[src/hw/mips_id_pkg.sv]
package mips_id_pkg;

	// datapath widths
	localparam int WORD_W = 32;
	localparam int REG_ADDR_W = 5;

	typedef logic [WORD_W-1:0] word_t;
	typedef logic [REG_ADDR_W-1:0] reg_addr_t;

	// instruction field layout
	localparam int OPCODE_W = 6;
	localparam int OPCODE_POS = 26;
	localparam int RS_POS = 21;
	localparam int RT_POS = 16;
	localparam int RD_POS = 11;
	localparam int SHAMT_POS = 6;
	localparam int IMM_W = 16;
	localparam int JIDX_W = 26;

	// r0 reads as zero, r31 takes the return address
	localparam reg_addr_t NOP_REG = 5'd0;
	localparam reg_addr_t LINK_REG = 5'd31;

	// primary opcodes
	localparam logic [OPCODE_W-1:0]
		OPCODE_SPECIAL = 6'b000000, OPCODE_REGIMM = 6'b000001,
		OPCODE_J = 6'b000010, OPCODE_JAL = 6'b000011,
		OPCODE_BEQ = 6'b000100, OPCODE_BNE = 6'b000101,
		OPCODE_BLEZ = 6'b000110, OPCODE_BGTZ = 6'b000111,
		OPCODE_ADDI = 6'b001000, OPCODE_ADDIU = 6'b001001,
		OPCODE_SLTI = 6'b001010, OPCODE_SLTIU = 6'b001011,
		OPCODE_ANDI = 6'b001100, OPCODE_ORI = 6'b001101,
		OPCODE_XORI = 6'b001110, OPCODE_LUI = 6'b001111,
		OPCODE_LB = 6'b100000, OPCODE_LH = 6'b100001,
		OPCODE_LW = 6'b100011, OPCODE_LBU = 6'b100100,
		OPCODE_LHU = 6'b100101, OPCODE_SB = 6'b101000,
		OPCODE_SH = 6'b101001, OPCODE_SW = 6'b101011;

	// function codes under SPECIAL
	localparam logic [OPCODE_W-1:0]
		FUNCT_SLL = 6'b000000, FUNCT_SRL = 6'b000010, FUNCT_SRA = 6'b000011,
		FUNCT_SLLV = 6'b000100, FUNCT_SRLV = 6'b000110, FUNCT_SRAV = 6'b000111,
		FUNCT_JR = 6'b001000, FUNCT_JALR = 6'b001001,
		FUNCT_ADD = 6'b100000, FUNCT_ADDU = 6'b100001,
		FUNCT_SUB = 6'b100010, FUNCT_SUBU = 6'b100011,
		FUNCT_AND = 6'b100100, FUNCT_OR = 6'b100101,
		FUNCT_XOR = 6'b100110, FUNCT_NOR = 6'b100111,
		FUNCT_SLT = 6'b101010, FUNCT_SLTU = 6'b101011;

	// rt field codes under REGIMM
	localparam reg_addr_t
		REGIMM_BLTZ = 5'b00000, REGIMM_BGEZ = 5'b00001,
		REGIMM_BLTZAL = 5'b10000, REGIMM_BGEZAL = 5'b10001;

	// operation handed to EX
	typedef enum logic [7:0] {
		ALU_NOP = 8'b0000_0000, ALU_OR = 8'b0010_0101, ALU_AND = 8'b0010_0100,
		ALU_XOR = 8'b0010_0110, ALU_NOR = 8'b0010_0111, ALU_SLL = 8'b0111_1100,
		ALU_SRL = 8'b0000_0010, ALU_SRA = 8'b0000_0011, ALU_ADD = 8'b0010_0000,
		ALU_ADDU = 8'b0010_0001, ALU_ADDI = 8'b0101_0101, ALU_ADDIU = 8'b0101_0110,
		ALU_SUB = 8'b0010_0010, ALU_SUBU = 8'b0010_0011, ALU_SLT = 8'b0010_1010,
		ALU_SLTU = 8'b0010_1011, ALU_LB = 8'b1110_0000, ALU_LBU = 8'b1110_0100,
		ALU_LH = 8'b1110_0001, ALU_LHU = 8'b1110_0101, ALU_LW = 8'b1110_0011,
		ALU_SB = 8'b1110_1000, ALU_SH = 8'b1110_1001, ALU_SW = 8'b1110_1011,
		ALU_J = 8'b0100_1111, ALU_JAL = 8'b0101_0000, ALU_JR = 8'b0000_1000,
		ALU_JALR = 8'b0000_1001, ALU_BEQ = 8'b0101_0001, ALU_BNE = 8'b0101_0010,
		ALU_BGTZ = 8'b0101_0100, ALU_BLEZ = 8'b0101_0011, ALU_BGEZ = 8'b0100_0001,
		ALU_BLTZ = 8'b0100_0000, ALU_BGEZAL = 8'b0100_1011, ALU_BLTZAL = 8'b0100_1010
	} aluop_t;

	// result class, picks the EX result mux
	typedef enum logic [2:0] {
		SEL_NOP = 3'b000, SEL_LOGIC = 3'b001, SEL_SHIFT = 3'b010,
		SEL_ARITH = 3'b100, SEL_JUMP_BRANCH = 3'b110, SEL_LOAD_STORE = 3'b111
	} alusel_t;

	typedef enum logic [3:0] {
		BR_NONE, BR_JUMP_IMM, BR_JUMP_REG, BR_EQ, BR_NE,
		BR_GTZ, BR_LEZ, BR_GEZ, BR_LTZ
	} branch_kind_t;

endpackage

[src/hw/id_bus_if.sv]
`timescale 1ns/100ps

// decoded control of the instruction sitting in ID
interface id_decode_if;
	mips_id_pkg::aluop_t aluop;
	mips_id_pkg::alusel_t alusel;
	logic wreg;
	mips_id_pkg::reg_addr_t wd;
	logic reg1_read;
	logic reg2_read;
	mips_id_pkg::reg_addr_t reg1_addr;
	mips_id_pkg::reg_addr_t reg2_addr;
	// also carries the pre-shifted branch offset or jump index
	mips_id_pkg::word_t imm;
	mips_id_pkg::branch_kind_t branch_kind;
	logic link;

	modport decoder (
		output aluop, alusel, wreg, wd, reg1_read, reg2_read,
		output reg1_addr, reg2_addr, imm, branch_kind, link
	);
	modport operand (input reg1_read, reg2_read, reg1_addr, reg2_addr, imm);
	modport branch (input branch_kind, link, imm);
	modport pipe (input aluop, alusel, wreg, wd);
endinterface

// writeback info of the instructions now in EX and MEM
interface id_fwd_if;
	logic ex_wreg;
	mips_id_pkg::reg_addr_t ex_wd;
	mips_id_pkg::word_t ex_wdata;
	mips_id_pkg::aluop_t ex_aluop;
	logic mem_wreg;
	mips_id_pkg::reg_addr_t mem_wd;
	mips_id_pkg::word_t mem_wdata;

	modport mux (input ex_wreg, ex_wd, ex_wdata, ex_aluop, mem_wreg, mem_wd, mem_wdata);
endinterface

[src/hw/id_decoder.sv]
`timescale 1ns/100ps

module id_decoder (
	input  mips_id_pkg::word_t inst_i,
	id_decode_if.decoder       dec
);

	// raw fields
	logic [mips_id_pkg::OPCODE_W-1:0] opcode;
	logic [mips_id_pkg::OPCODE_W-1:0] funct;
	mips_id_pkg::reg_addr_t rs;
	mips_id_pkg::reg_addr_t rt;
	mips_id_pkg::reg_addr_t rd;
	mips_id_pkg::reg_addr_t shamt;
	logic [mips_id_pkg::IMM_W-1:0] imm16;
	// immediate forms
	mips_id_pkg::word_t imm_sext;
	mips_id_pkg::word_t imm_zext;
	mips_id_pkg::word_t imm_upper;
	mips_id_pkg::word_t imm_boff;
	mips_id_pkg::word_t imm_jidx;
	mips_id_pkg::aluop_t op;

	assign opcode = inst_i[mips_id_pkg::OPCODE_POS +: mips_id_pkg::OPCODE_W];
	assign funct = inst_i[mips_id_pkg::OPCODE_W-1:0];
	assign rs = inst_i[mips_id_pkg::RS_POS +: mips_id_pkg::REG_ADDR_W];
	assign rt = inst_i[mips_id_pkg::RT_POS +: mips_id_pkg::REG_ADDR_W];
	assign rd = inst_i[mips_id_pkg::RD_POS +: mips_id_pkg::REG_ADDR_W];
	assign shamt = inst_i[mips_id_pkg::SHAMT_POS +: mips_id_pkg::REG_ADDR_W];
	assign imm16 = inst_i[mips_id_pkg::IMM_W-1:0];

	assign imm_sext = {{(mips_id_pkg::WORD_W-mips_id_pkg::IMM_W){imm16[mips_id_pkg::IMM_W-1]}}, imm16};
	assign imm_zext = {{(mips_id_pkg::WORD_W-mips_id_pkg::IMM_W){1'b0}}, imm16};
	// lui lands in the upper half, then ORs with r0
	assign imm_upper = {imm16, {(mips_id_pkg::WORD_W-mips_id_pkg::IMM_W){1'b0}}};
	// word offset to byte offset
	assign imm_boff = {imm_sext[mips_id_pkg::WORD_W-3:0], 2'b00};
	// top nibble comes from pc+4 in the branch unit
	assign imm_jidx = {4'b0000, inst_i[mips_id_pkg::JIDX_W-1:0], 2'b00};

	always_comb begin
		// I-type defaults: rs read, rt written, signed imm
		op = mips_id_pkg::ALU_NOP;
		dec.wreg = 1'b1;
		dec.wd = rt;
		dec.reg1_read = 1'b1;
		dec.reg2_read = 1'b0;
		dec.reg1_addr = rs;
		dec.reg2_addr = rt;
		dec.imm = imm_sext;
		case (opcode)
			mips_id_pkg::OPCODE_SPECIAL: begin
				dec.wd = rd;
				dec.reg2_read = 1'b1;
				dec.imm = '0;
				case (funct)
					mips_id_pkg::FUNCT_AND: op = mips_id_pkg::ALU_AND;
					mips_id_pkg::FUNCT_OR: op = mips_id_pkg::ALU_OR;
					mips_id_pkg::FUNCT_XOR: op = mips_id_pkg::ALU_XOR;
					mips_id_pkg::FUNCT_NOR: op = mips_id_pkg::ALU_NOR;
					mips_id_pkg::FUNCT_SLL, mips_id_pkg::FUNCT_SLLV: op = mips_id_pkg::ALU_SLL;
					mips_id_pkg::FUNCT_SRL, mips_id_pkg::FUNCT_SRLV: op = mips_id_pkg::ALU_SRL;
					mips_id_pkg::FUNCT_SRA, mips_id_pkg::FUNCT_SRAV: op = mips_id_pkg::ALU_SRA;
					mips_id_pkg::FUNCT_ADD: op = mips_id_pkg::ALU_ADD;
					mips_id_pkg::FUNCT_ADDU: op = mips_id_pkg::ALU_ADDU;
					mips_id_pkg::FUNCT_SUB: op = mips_id_pkg::ALU_SUB;
					mips_id_pkg::FUNCT_SUBU: op = mips_id_pkg::ALU_SUBU;
					mips_id_pkg::FUNCT_SLT: op = mips_id_pkg::ALU_SLT;
					mips_id_pkg::FUNCT_SLTU: op = mips_id_pkg::ALU_SLTU;
					mips_id_pkg::FUNCT_JR: op = mips_id_pkg::ALU_JR;
					mips_id_pkg::FUNCT_JALR: op = mips_id_pkg::ALU_JALR;
					default: op = mips_id_pkg::ALU_NOP;
				endcase
				if (funct == mips_id_pkg::FUNCT_SLL || funct == mips_id_pkg::FUNCT_SRL ||
						funct == mips_id_pkg::FUNCT_SRA) begin
					// shift by shamt, rt is the only source and rs must be zero
					dec.reg1_read = 1'b0;
					dec.imm = {{(mips_id_pkg::WORD_W-mips_id_pkg::REG_ADDR_W){1'b0}}, shamt};
					if (rs != mips_id_pkg::NOP_REG)
						op = mips_id_pkg::ALU_NOP;
				end else if (shamt != '0) begin
					op = mips_id_pkg::ALU_NOP;
				end
				if (funct == mips_id_pkg::FUNCT_JR || funct == mips_id_pkg::FUNCT_JALR) begin
					dec.reg2_read = 1'b0;
					// jalr to r0 would drop the link anyway
					dec.wreg = (funct == mips_id_pkg::FUNCT_JALR) && (rd != mips_id_pkg::NOP_REG);
				end
			end
			mips_id_pkg::OPCODE_ANDI: begin
				op = mips_id_pkg::ALU_AND;
				dec.imm = imm_zext;
			end
			mips_id_pkg::OPCODE_ORI: begin
				op = mips_id_pkg::ALU_OR;
				dec.imm = imm_zext;
			end
			mips_id_pkg::OPCODE_XORI: begin
				op = mips_id_pkg::ALU_XOR;
				dec.imm = imm_zext;
			end
			mips_id_pkg::OPCODE_LUI: begin
				op = mips_id_pkg::ALU_OR;
				dec.imm = imm_upper;
			end
			mips_id_pkg::OPCODE_ADDI: op = mips_id_pkg::ALU_ADDI;
			mips_id_pkg::OPCODE_ADDIU: op = mips_id_pkg::ALU_ADDIU;
			mips_id_pkg::OPCODE_SLTI: op = mips_id_pkg::ALU_SLT;
			mips_id_pkg::OPCODE_SLTIU: op = mips_id_pkg::ALU_SLTU;
			mips_id_pkg::OPCODE_LB: op = mips_id_pkg::ALU_LB;
			mips_id_pkg::OPCODE_LBU: op = mips_id_pkg::ALU_LBU;
			mips_id_pkg::OPCODE_LH: op = mips_id_pkg::ALU_LH;
			mips_id_pkg::OPCODE_LHU: op = mips_id_pkg::ALU_LHU;
			mips_id_pkg::OPCODE_LW: op = mips_id_pkg::ALU_LW;
			mips_id_pkg::OPCODE_SB, mips_id_pkg::OPCODE_SH, mips_id_pkg::OPCODE_SW: begin
				// base in rs, store data in rt
				op = (opcode == mips_id_pkg::OPCODE_SB) ? mips_id_pkg::ALU_SB :
					(opcode == mips_id_pkg::OPCODE_SH) ? mips_id_pkg::ALU_SH : mips_id_pkg::ALU_SW;
				dec.wreg = 1'b0;
				dec.reg2_read = 1'b1;
			end
			mips_id_pkg::OPCODE_J, mips_id_pkg::OPCODE_JAL: begin
				op = (opcode == mips_id_pkg::OPCODE_J) ? mips_id_pkg::ALU_J : mips_id_pkg::ALU_JAL;
				dec.wreg = (opcode == mips_id_pkg::OPCODE_JAL);
				dec.wd = mips_id_pkg::LINK_REG;
				dec.reg1_read = 1'b0;
				dec.imm = imm_jidx;
			end
			mips_id_pkg::OPCODE_BEQ, mips_id_pkg::OPCODE_BNE: begin
				op = (opcode == mips_id_pkg::OPCODE_BEQ) ? mips_id_pkg::ALU_BEQ : mips_id_pkg::ALU_BNE;
				dec.wreg = 1'b0;
				dec.reg2_read = 1'b1;
				dec.imm = imm_boff;
			end
			mips_id_pkg::OPCODE_BLEZ, mips_id_pkg::OPCODE_BGTZ: begin
				op = (opcode == mips_id_pkg::OPCODE_BLEZ) ? mips_id_pkg::ALU_BLEZ :
					mips_id_pkg::ALU_BGTZ;
				dec.wreg = 1'b0;
				dec.imm = imm_boff;
			end
			mips_id_pkg::OPCODE_REGIMM: begin
				// and-link forms put pc+8 into r31
				dec.wreg = (rt == mips_id_pkg::REGIMM_BGEZAL) || (rt == mips_id_pkg::REGIMM_BLTZAL);
				dec.wd = mips_id_pkg::LINK_REG;
				dec.imm = imm_boff;
				case (rt)
					mips_id_pkg::REGIMM_BLTZ: op = mips_id_pkg::ALU_BLTZ;
					mips_id_pkg::REGIMM_BGEZ: op = mips_id_pkg::ALU_BGEZ;
					mips_id_pkg::REGIMM_BLTZAL: op = mips_id_pkg::ALU_BLTZAL;
					mips_id_pkg::REGIMM_BGEZAL: op = mips_id_pkg::ALU_BGEZAL;
					default: op = mips_id_pkg::ALU_NOP;
				endcase
			end
			default: op = mips_id_pkg::ALU_NOP;
		endcase
		// anything not recognised leaves as a plain nop
		if (op == mips_id_pkg::ALU_NOP) begin
			dec.wreg = 1'b0;
			dec.reg1_read = 1'b0;
			dec.reg2_read = 1'b0;
			dec.imm = '0;
		end
	end

	assign dec.aluop = op;

	// result class, branch kind and link all follow from the op
	always_comb begin
		dec.alusel = mips_id_pkg::SEL_JUMP_BRANCH;
		dec.branch_kind = mips_id_pkg::BR_NONE;
		dec.link = 1'b0;
		case (op)
			mips_id_pkg::ALU_OR, mips_id_pkg::ALU_AND, mips_id_pkg::ALU_XOR,
			mips_id_pkg::ALU_NOR: dec.alusel = mips_id_pkg::SEL_LOGIC;
			mips_id_pkg::ALU_SLL, mips_id_pkg::ALU_SRL,
			mips_id_pkg::ALU_SRA: dec.alusel = mips_id_pkg::SEL_SHIFT;
			mips_id_pkg::ALU_ADD, mips_id_pkg::ALU_ADDU, mips_id_pkg::ALU_ADDI,
			mips_id_pkg::ALU_ADDIU, mips_id_pkg::ALU_SUB, mips_id_pkg::ALU_SUBU,
			mips_id_pkg::ALU_SLT, mips_id_pkg::ALU_SLTU: dec.alusel = mips_id_pkg::SEL_ARITH;
			mips_id_pkg::ALU_LB, mips_id_pkg::ALU_LBU, mips_id_pkg::ALU_LH, mips_id_pkg::ALU_LHU,
			mips_id_pkg::ALU_LW, mips_id_pkg::ALU_SB, mips_id_pkg::ALU_SH,
			mips_id_pkg::ALU_SW: dec.alusel = mips_id_pkg::SEL_LOAD_STORE;
			mips_id_pkg::ALU_J: dec.branch_kind = mips_id_pkg::BR_JUMP_IMM;
			mips_id_pkg::ALU_JR: dec.branch_kind = mips_id_pkg::BR_JUMP_REG;
			mips_id_pkg::ALU_BEQ: dec.branch_kind = mips_id_pkg::BR_EQ;
			mips_id_pkg::ALU_BNE: dec.branch_kind = mips_id_pkg::BR_NE;
			mips_id_pkg::ALU_BGTZ: dec.branch_kind = mips_id_pkg::BR_GTZ;
			mips_id_pkg::ALU_BLEZ: dec.branch_kind = mips_id_pkg::BR_LEZ;
			mips_id_pkg::ALU_BGEZ: dec.branch_kind = mips_id_pkg::BR_GEZ;
			mips_id_pkg::ALU_BLTZ: dec.branch_kind = mips_id_pkg::BR_LTZ;
			mips_id_pkg::ALU_JAL: begin
				dec.branch_kind = mips_id_pkg::BR_JUMP_IMM;
				dec.link = 1'b1;
			end
			mips_id_pkg::ALU_JALR: begin
				dec.branch_kind = mips_id_pkg::BR_JUMP_REG;
				dec.link = 1'b1;
			end
			mips_id_pkg::ALU_BGEZAL: begin
				dec.branch_kind = mips_id_pkg::BR_GEZ;
				dec.link = 1'b1;
			end
			mips_id_pkg::ALU_BLTZAL: begin
				dec.branch_kind = mips_id_pkg::BR_LTZ;
				dec.link = 1'b1;
			end
			default: dec.alusel = mips_id_pkg::SEL_NOP;
		endcase
	end

endmodule

[src/hw/id_operand_mux.sv]
`timescale 1ns/100ps

module id_operand_mux (
	id_decode_if.operand        dec,
	id_fwd_if.mux               fwd,
	input  logic                sel_rt_i,
	input  mips_id_pkg::word_t  rf_data_i,
	output mips_id_pkg::word_t  val_o,
	output logic                stall_o
);

	logic rd_en;
	mips_id_pkg::reg_addr_t rd_addr;
	logic ex_is_load;

	// port 1 reads rs, port 2 reads rt
	assign rd_en = sel_rt_i ? dec.reg2_read : dec.reg1_read;
	assign rd_addr = sel_rt_i ? dec.reg2_addr : dec.reg1_addr;

	// load data only shows up in MEM, too late to forward from EX
	always_comb begin
		case (fwd.ex_aluop)
			mips_id_pkg::ALU_LB, mips_id_pkg::ALU_LBU, mips_id_pkg::ALU_LH,
			mips_id_pkg::ALU_LHU, mips_id_pkg::ALU_LW: ex_is_load = 1'b1;
			default: ex_is_load = 1'b0;
		endcase
	end

	// youngest producer wins
	always_comb begin
		stall_o = 1'b0;
		val_o = '0;
		if (!rd_en)
			val_o = dec.imm;
		else if (ex_is_load && fwd.ex_wreg && fwd.ex_wd == rd_addr)
			stall_o = 1'b1;
		else if (fwd.ex_wreg && fwd.ex_wd == rd_addr)
			val_o = fwd.ex_wdata;
		else if (fwd.mem_wreg && fwd.mem_wd == rd_addr)
			val_o = fwd.mem_wdata;
		else
			val_o = rf_data_i;
	end

endmodule

[src/hw/id_branch_unit.sv]
`timescale 1ns/100ps

module id_branch_unit (
	input  mips_id_pkg::word_t  pc_i,
	id_decode_if.branch         dec,
	input  mips_id_pkg::word_t  reg1_i,
	input  mips_id_pkg::word_t  reg2_i,
	input  logic                stall_i,
	output logic                branch_flag_o,
	output mips_id_pkg::word_t  branch_target_o,
	output mips_id_pkg::word_t  link_addr_o
);

	mips_id_pkg::word_t pc_plus_4;
	mips_id_pkg::word_t pc_plus_8;
	logic taken;

	assign pc_plus_4 = pc_i + 32'd4;
	// skip the delay slot on return
	assign pc_plus_8 = pc_i + 32'd8;

	// condition on the forwarded operands
	always_comb begin
		case (dec.branch_kind)
			mips_id_pkg::BR_JUMP_IMM, mips_id_pkg::BR_JUMP_REG: taken = 1'b1;
			mips_id_pkg::BR_EQ: taken = (reg1_i == reg2_i);
			mips_id_pkg::BR_NE: taken = (reg1_i != reg2_i);
			mips_id_pkg::BR_GTZ: taken = ($signed(reg1_i) > 32'sd0);
			mips_id_pkg::BR_LEZ: taken = ($signed(reg1_i) <= 32'sd0);
			mips_id_pkg::BR_GEZ: taken = ($signed(reg1_i) >= 32'sd0);
			mips_id_pkg::BR_LTZ: taken = ($signed(reg1_i) < 32'sd0);
			default: taken = 1'b0;
		endcase
	end

	always_comb begin
		case (dec.branch_kind)
			mips_id_pkg::BR_NONE: branch_target_o = '0;
			// 256MB region of the delay slot
			mips_id_pkg::BR_JUMP_IMM: branch_target_o = {pc_plus_4[31:28], dec.imm[27:0]};
			mips_id_pkg::BR_JUMP_REG: branch_target_o = reg1_i;
			default: branch_target_o = pc_plus_4 + dec.imm;
		endcase
	end

	// operands are not valid yet during a load-use stall
	assign branch_flag_o = taken && !stall_i;
	assign link_addr_o = dec.link ? pc_plus_8 : '0;

endmodule

[src/hw/id_ex_reg.sv]
`timescale 1ns/100ps

module id_ex_reg (
	input  logic                    clk,
	input  logic                    arst_n_i,
	input  logic                    stall_i,
	id_decode_if.pipe               dec,
	input  mips_id_pkg::word_t      reg1_i,
	input  mips_id_pkg::word_t      reg2_i,
	input  mips_id_pkg::word_t      link_addr_i,
	output mips_id_pkg::aluop_t     ex_aluop_o,
	output mips_id_pkg::alusel_t    ex_alusel_o,
	output mips_id_pkg::word_t      ex_reg1_o,
	output mips_id_pkg::word_t      ex_reg2_o,
	output mips_id_pkg::reg_addr_t  ex_wd_o,
	output logic                    ex_wreg_o,
	output mips_id_pkg::word_t      ex_link_addr_o
);

	always_ff @(posedge clk or negedge arst_n_i) begin
		if (!arst_n_i) begin
			ex_aluop_o <= mips_id_pkg::ALU_NOP;
			ex_alusel_o <= mips_id_pkg::SEL_NOP;
			ex_wreg_o <= 1'b0;
			ex_wd_o <= mips_id_pkg::NOP_REG;
			ex_reg1_o <= '0;
			ex_reg2_o <= '0;
			ex_link_addr_o <= '0;
		end else if (stall_i) begin
			// bubble, the held instruction goes again next cycle
			ex_aluop_o <= mips_id_pkg::ALU_NOP;
			ex_alusel_o <= mips_id_pkg::SEL_NOP;
			ex_wreg_o <= 1'b0;
			ex_wd_o <= mips_id_pkg::NOP_REG;
			ex_reg1_o <= '0;
			ex_reg2_o <= '0;
			ex_link_addr_o <= '0;
		end else begin
			ex_aluop_o <= dec.aluop;
			ex_alusel_o <= dec.alusel;
			ex_wreg_o <= dec.wreg;
			ex_wd_o <= dec.wd;
			ex_reg1_o <= reg1_i;
			ex_reg2_o <= reg2_i;
			ex_link_addr_o <= link_addr_i;
		end
	end

endmodule

[src/hw/id_stage_top.sv]
`timescale 1ns/100ps

module id_stage_top (
	input  logic                    clk,
	input  logic                    arst_n_i,
	input  mips_id_pkg::word_t      pc_i,
	input  mips_id_pkg::word_t      inst_i,
	input  mips_id_pkg::word_t      reg1_data_i,
	input  mips_id_pkg::word_t      reg2_data_i,
	input  logic                    ex_wreg_i,
	input  mips_id_pkg::reg_addr_t  ex_wd_i,
	input  mips_id_pkg::word_t      ex_wdata_i,
	input  mips_id_pkg::aluop_t     ex_aluop_i,
	input  logic                    mem_wreg_i,
	input  mips_id_pkg::reg_addr_t  mem_wd_i,
	input  mips_id_pkg::word_t      mem_wdata_i,
	output logic                    reg1_read_o,
	output mips_id_pkg::reg_addr_t  reg1_addr_o,
	output logic                    reg2_read_o,
	output mips_id_pkg::reg_addr_t  reg2_addr_o,
	output logic                    stallreq_o,
	output logic                    branch_flag_o,
	output mips_id_pkg::word_t      branch_target_o,
	output mips_id_pkg::aluop_t     ex_aluop_o,
	output mips_id_pkg::alusel_t    ex_alusel_o,
	output mips_id_pkg::word_t      ex_reg1_o,
	output mips_id_pkg::word_t      ex_reg2_o,
	output mips_id_pkg::reg_addr_t  ex_wd_o,
	output logic                    ex_wreg_o,
	output mips_id_pkg::word_t      ex_link_addr_o
);

	id_decode_if dec_if ();
	id_fwd_if fwd_if ();

	mips_id_pkg::word_t reg1_val;
	mips_id_pkg::word_t reg2_val;
	mips_id_pkg::word_t link_addr;
	logic reg1_stall;
	logic reg2_stall;

	// forwarding sources from later stages
	assign fwd_if.ex_wreg = ex_wreg_i;
	assign fwd_if.ex_wd = ex_wd_i;
	assign fwd_if.ex_wdata = ex_wdata_i;
	assign fwd_if.ex_aluop = ex_aluop_i;
	assign fwd_if.mem_wreg = mem_wreg_i;
	assign fwd_if.mem_wd = mem_wd_i;
	assign fwd_if.mem_wdata = mem_wdata_i;

	// regfile answers in the same cycle
	assign reg1_read_o = dec_if.reg1_read;
	assign reg1_addr_o = dec_if.reg1_addr;
	assign reg2_read_o = dec_if.reg2_read;
	assign reg2_addr_o = dec_if.reg2_addr;

	assign stallreq_o = reg1_stall | reg2_stall;

	id_decoder i_id_decoder (
		.inst_i (inst_i),
		.dec    (dec_if)
	);

	id_operand_mux i_reg1_mux (
		.dec       (dec_if),
		.fwd       (fwd_if),
		.sel_rt_i  (1'b0),
		.rf_data_i (reg1_data_i),
		.val_o     (reg1_val),
		.stall_o   (reg1_stall)
	);

	id_operand_mux i_reg2_mux (
		.dec       (dec_if),
		.fwd       (fwd_if),
		.sel_rt_i  (1'b1),
		.rf_data_i (reg2_data_i),
		.val_o     (reg2_val),
		.stall_o   (reg2_stall)
	);

	id_branch_unit i_id_branch_unit (
		.pc_i            (pc_i),
		.dec             (dec_if),
		.reg1_i          (reg1_val),
		.reg2_i          (reg2_val),
		.stall_i         (stallreq_o),
		.branch_flag_o   (branch_flag_o),
		.branch_target_o (branch_target_o),
		.link_addr_o     (link_addr)
	);

	id_ex_reg i_id_ex_reg (
		.clk            (clk),
		.arst_n_i       (arst_n_i),
		.stall_i        (stallreq_o),
		.dec            (dec_if),
		.reg1_i         (reg1_val),
		.reg2_i         (reg2_val),
		.link_addr_i    (link_addr),
		.ex_aluop_o     (ex_aluop_o),
		.ex_alusel_o    (ex_alusel_o),
		.ex_reg1_o      (ex_reg1_o),
		.ex_reg2_o      (ex_reg2_o),
		.ex_wd_o        (ex_wd_o),
		.ex_wreg_o      (ex_wreg_o),
		.ex_link_addr_o (ex_link_addr_o)
	);

endmodule

[config.mk]
export PLATFORM = sky130hd
export DESIGN_NAME = id_stage_top
export DESIGN_NICKNAME = d
export VERILOG_FILES = /design/src/hw/mips_id_pkg.sv /design/src/hw/id_bus_if.sv /design/src/hw/id_decoder.sv /design/src/hw/id_operand_mux.sv /design/src/hw/id_branch_unit.sv /design/src/hw/id_ex_reg.sv /design/src/hw/id_stage_top.sv
export SDC_FILE = /design/constraint.sdc
export NUM_CORES = 1
export LEC_CHECK = 0
export BUFFER_PORTS_ARGS = -buffer_cell sky130_fd_sc_hd__buf_4
export CAP_MARGIN = 20
export CORE_UTILIZATION = 50
export CTS_BUF_LIST = sky130_fd_sc_hd__clkbuf_4 sky130_fd_sc_hd__clkbuf_8
export CTS_CLUSTER_SIZE = 16
export DETAILED_ROUTE_END_ITERATION = 8
export GPL_TIMING_DRIVEN = 0
export PLACE_DENSITY = 0.87
export REMOVE_ABC_BUFFERS = 1
export SLEW_MARGIN = 10
export SYNTH_ARGS = -nofsm -noshare
export SYNTH_HDL_FRONTEND = slang
export SYNTH_SLANG_ARGS = --single-unit
[constraint.sdc]
create_clock -name clk -period 18.8 [get_ports clk]
set_input_delay 1.88 -clock clk [delete_from_list [all_inputs] [get_ports clk]]
set_output_delay 1.88 -clock clk [all_outputs]
set_load 0.01 [all_outputs]
==> report_table.html <==
<table>
<tr><th>Metric</th><th>Value</th></tr>
<tr><th colspan="2">Status</th></tr>
<tr><td>Outcome</td><td>finished, final reports clean</td></tr>
<tr><th colspan="2">Clock tree</th></tr>
<tr><td>Sink Count</td><td>113</td></tr>
<tr><td>Number of instances resized during post-cts repair</td><td>0</td></tr>
<tr><td>Clock root buffer master</td><td>sky130_fd_sc_hd__clkbuf_8</td></tr>
<tr><td>Hold-fix buffers at CTS</td><td>0</td></tr>
<tr><td>CTS max path bufs</td><td>2</td></tr>
<tr><td>H-Tree Level Count</td><td>4</td></tr>
<tr><td>Post CTS Setup Buffer Count</td><td>0</td></tr>
<tr><td>Clock slew seen by the registers of the worst setup and hold paths</td><td>0.08 ns</td></tr>
<tr><td>CTS tree</td><td>yes</td></tr>
<tr><td>Number of buffers created by CTS</td><td>17</td></tr>
<tr><th colspan="2">STA</th></tr>
<tr><td>PnR worst setup slack</td><td>8.99 ns</td></tr>
<tr><td>Unrepaired setup endpoints after global routing</td><td>false</td></tr>
<tr><td>Fin. Hold Viols</td><td>0</td></tr>
<tr><td>Share of the clock period used by the worst path after layout</td><td>0.522</td></tr>
<tr><td>Number of setup violations in the final report</td><td>0</td></tr>
<tr><td>Count of pins over their slew limit</td><td>0</td></tr>
<tr><td>Final critical delay including setup and external delays</td><td>9.81 ns</td></tr>
<tr><td>Max-Slew Margin vs Limit</td><td>0.176</td></tr>
<tr><td>Accumulated negative setup slack</td><td>0 ns</td></tr>
<tr><td>Highest clock rate</td><td>102 MHz</td></tr>
<tr><td>Hold_ws</td><td>1.35 ns</td></tr>
<tr><td>Measured slew at the worst slew-check pin</td><td>1.22 ns</td></tr>
<tr><th colspan="2">Pwr</th></tr>
<tr><td>Final Total Pwr</td><td>974 uW</td></tr>
<tr><td>Lkg Pwr</td><td>7.00 nW</td></tr>
<tr><td>Maximum vdd ir drop</td><td>0.0447 mV</td></tr>
<tr><td>Power per cell area</td><td>64.5 mW/mm^2</td></tr>
<tr><th colspan="2">GRT</th></tr>
<tr><td>Initial antenna violation count</td><td>1</td></tr>
<tr><td>Pin count of the biggest net entering global routing</td><td>65</td></tr>
<tr><td>First-pass GRT wire length</td><td>77.2 mm</td></tr>
<tr><td>Sum of overflow across all layers after global routing</td><td>0</td></tr>
<tr><td>Total GRT Usage</td><td>0.416</td></tr>
<tr><td>Number of global-route vias before repair</td><td>13100</td></tr>
<tr><th colspan="2">Worst setup path</th></tr>
<tr><td>Ordered cell list for the critical path</td><td>buf_4, nor4b_1, a211oi_1, nor2_1, o22ai_1, nand2_1, inv_2, buf_12, nor2_1, a32oi_1, nor4_1, nor4b_2, mux2_1, o41ai_2, buf_4</td></tr>
<tr><td>Setup crit start kind</td><td>input port</td></tr>
<tr><td>Crit-path leading delay family</td><td>simple AND/OR/NAND/NOR gates</td></tr>
<tr><td>Required time at the endpoint of the critical path</td><td>16.92 ns</td></tr>
<tr><td>Highest fanout seen on the critical path</td><td>43</td></tr>
<tr><td>Worst endpoint data arrival time</td><td>7.93 ns</td></tr>
<tr><td>Bufs and invs on worst path</td><td>4</td></tr>
<tr><td>Crit Path Class</td><td>input port to output pin</td></tr>
<tr><td>Slowest cell delay on critical path</td><td>0.95 ns</td></tr>
<tr><td>Element type at the critical path end</td><td>output pin</td></tr>
<tr><td>Critical Path Slowest Stage Cell</td><td>sky130_fd_sc_hd__nor2_1</td></tr>
<tr><th colspan="2">Yosys</th></tr>
<tr><td>Post-synthesis instance area</td><td>0.0118 mm^2</td></tr>
<tr><td>Synth warnings</td><td>0</td></tr>
<tr><td>Unique masters post-synth</td><td>93</td></tr>
<tr><td>Fraction of synthesis flops using an asynchronous set or reset pin</td><td>1.00</td></tr>
<tr><td>Number of flops mapped to enable cells by yosys</td><td>0</td></tr>
<tr><td>Share of synthesized area occupied by flip-flops and latches</td><td>0.239</td></tr>
<tr><td>Main synth FF type</td><td>sky130_fd_sc_hd__dfrtp_1</td></tr>
<tr><td>Gate count after technology mapping</td><td>1591</td></tr>
<tr><td>Average cell area after synthesis</td><td>7.44 um^2</td></tr>
<tr><td>Synth Register Bits</td><td>113</td></tr>
<tr><th colspan="2">Floorplan</th></tr>
<tr><td>Row Count</td><td>55</td></tr>
<tr><td>Starting density of the core</td><td>0.516</td></tr>
<tr><td>Die area</td><td>0.0243 mm^2</td></tr>
<tr><td>Overall die width</td><td>156 um</td></tr>
<tr><td>Number of I/O pins</td><td>373</td></tr>
<tr><td>Height of the chip</td><td>156 um</td></tr>
<tr><td>Core ar.</td><td>0.0229 mm^2</td></tr>
<tr><th colspan="2">Detailed routing</th></tr>
<tr><td>DRT antenna net count</td><td>0</td></tr>
<tr><td>Routed wire length</td><td>51.6 mm</td></tr>
<tr><td>Via density per instance</td><td>6.49</td></tr>
<tr><td>Routed via count</td><td>14200</td></tr>
<tr><td>Wire length per cell</td><td>23.6 um</td></tr>
<tr><td>Wire length on met2</td><td>22.8 mm</td></tr>
<tr><td>Top routing layer in use</td><td>met4</td></tr>
<tr><td>Wire length on met3</td><td>6.09 mm</td></tr>
<tr><td>Detailed-route wire length on metal 1</td><td>20.1 mm</td></tr>
<tr><td>Residual DRC count</td><td>0</td></tr>
<tr><td>Router iterations before antenna repair</td><td>8</td></tr>
<tr><td>First-iteration detailed-routing DRC count</td><td>2022</td></tr>
<tr><th colspan="2">Placement</th></tr>
<tr><td>Port bufs</td><td>372</td></tr>
<tr><td>Setup slack at placement</td><td>9.23 ns</td></tr>
<tr><td>Dpl cells</td><td>2151</td></tr>
<tr><td>Placer congestion estimate</td><td>0.998</td></tr>
<tr><td>Half-perimeter wire length after detailed placement</td><td>39.8 mm</td></tr>
<tr><td>Placed cell area</td><td>0.0146 mm^2</td></tr>
<tr><th colspan="2">Final layout</th></tr>
<tr><td>Number of nets in the final layout</td><td>2101</td></tr>
<tr><td>Fill count</td><td>1989</td></tr>
<tr><td>Final design instance area without fill</td><td>0.0151 mm^2</td></tr>
<tr><td>Final Non-Filler Cells</td><td>2188</td></tr>
<tr><td>Post-layout utilization of the core</td><td>0.659</td></tr>
<tr><td>Area added between synthesis and finish</td><td>27.5%</td></tr>
<tr><td>Layout cells sized above 1</td><td>0.251</td></tr>
<tr><th colspan="2">Run</th></tr>
<tr><td>Max_cap viols</td><td>0</td></tr>
<tr><th colspan="2">Hold path</th></tr>
<tr><td>Path category of the worst min-delay check</td><td>input port to asynchronous set/reset pin</td></tr>
</table>
-- worst max-delay path by stage --
stage	slack, ns	cells past startpoint	start	endpoint
finish	8.99	15	inst_i[1]	branch_flag_o
global route	8.91	23	inst_i[2]	branch_target_o[24]
global placement	7.15	19	inst_i[2]	branch_target_o[25]
floorplan	9.34	19	inst_i[2]	branch_target_o[24]
detailed placement	9.23	15	inst_i[1]	branch_flag_o
CTS	9.22	15	inst_i[1]	branch_flag_o
-- cell usage after synthesis, drive strengths merged (28+ instances only) --
cell type  number  share of area
a211oi         31          0.022
a21oi          80          0.034
a31oi          28          0.017
buf            37          0.020
clkbuf         98          0.031
dfrtp         113           0.24
mux2i          33          0.028
nand2         156          0.050
nand3          36          0.015
nor2          264          0.084
nor3           46          0.020
o21ai          86          0.037
xnor2          79          0.058
xor2           57          0.042
-- state kept, by name, indices dropped and copies added, names as in the netlist --
register / cells
i_id_ex_reg.ex_aluop_o: 8
i_id_ex_reg.ex_alusel_o: 3
i_id_ex_reg.ex_link_addr_o: 32
i_id_ex_reg.ex_reg1_o: 32
i_id_ex_reg.ex_reg2_o: 32
i_id_ex_reg.ex_wd_o: 5
i_id_ex_reg.ex_wreg_o: 1
-- area by class of cell --
class,count,area (um^2),share of cell area
diodes,2,5.00,0.000332
inverters,26,97.6,0.00647
clock inverters,15,199,0.0132
flip-flops and latches,113,2830,0.187
multi-input cells,1317,8350,0.554
clock buffers,17,234,0.0155
well taps,313,392,0.0260
repair buffers,385,2980,0.198
-- power breakdown --
| group | internal, mW | leakage [nW] | switching, mW |
|---|---|---|---|
| registers | 0.264 | 1.47 | 0.00691 |
| clock network | 0.136 | 0.221 | 0.134 |
| logic | 0.173 | 5.32 | 0.260 |
-- metal layers --
layer  vias to the layer above  track usage
met5                         -            0
met4                         0        0.210
met3                       183       0.0897
met2                      1090        0.643
met1                      6644        0.548
li1                       6292            -
-- kinds of logic (layout without fill, tap and decap cells) --
family | count (synthesis) | count (layout) | share of synthesized area
AOI/OAI and AO/OA | 442 | 442 | 0.269
other | 0 | 2 | 0
and+or+nand+nor | 673 | 673 | 0.271
xor gates and xnor gates | 136 | 136 | 0.101
adders and majority gates | 30 | 30 | 0.0311
buffers and inverters | 161 | 443 | 0.0590
DFF | 113 | 113 | 0.239
muxes | 36 | 36 | 0.0308
-- cells in the final DEF (no fill, tap or decap), drive strengths merged, types with 8 or more instances in the layout --
cell / n
and3: 25
xor2: 57
nand4: 22
a21o: 17
o21a: 16
nor2: 264
a22oi: 16
nor2b: 19
clkbuf: 18
nand2b: 14
buf: 384
o221ai: 23
a211o: 12
a31oi: 28
o21ai: 86
inv: 31
mux2i: 33
o211ai: 15
or2: 8
o31ai: 14
nand3: 36
a21oi: 80
o2bb2ai: 9
ha: 27
nor3: 46
a2111oi: 8
xnor2: 79
and2: 22
nand2: 156
a22o: 12
a211oi: 31
dfrtp: 113
o22ai: 10
nor4: 23
No activity file was read; power rests on OpenSTA's default activity.
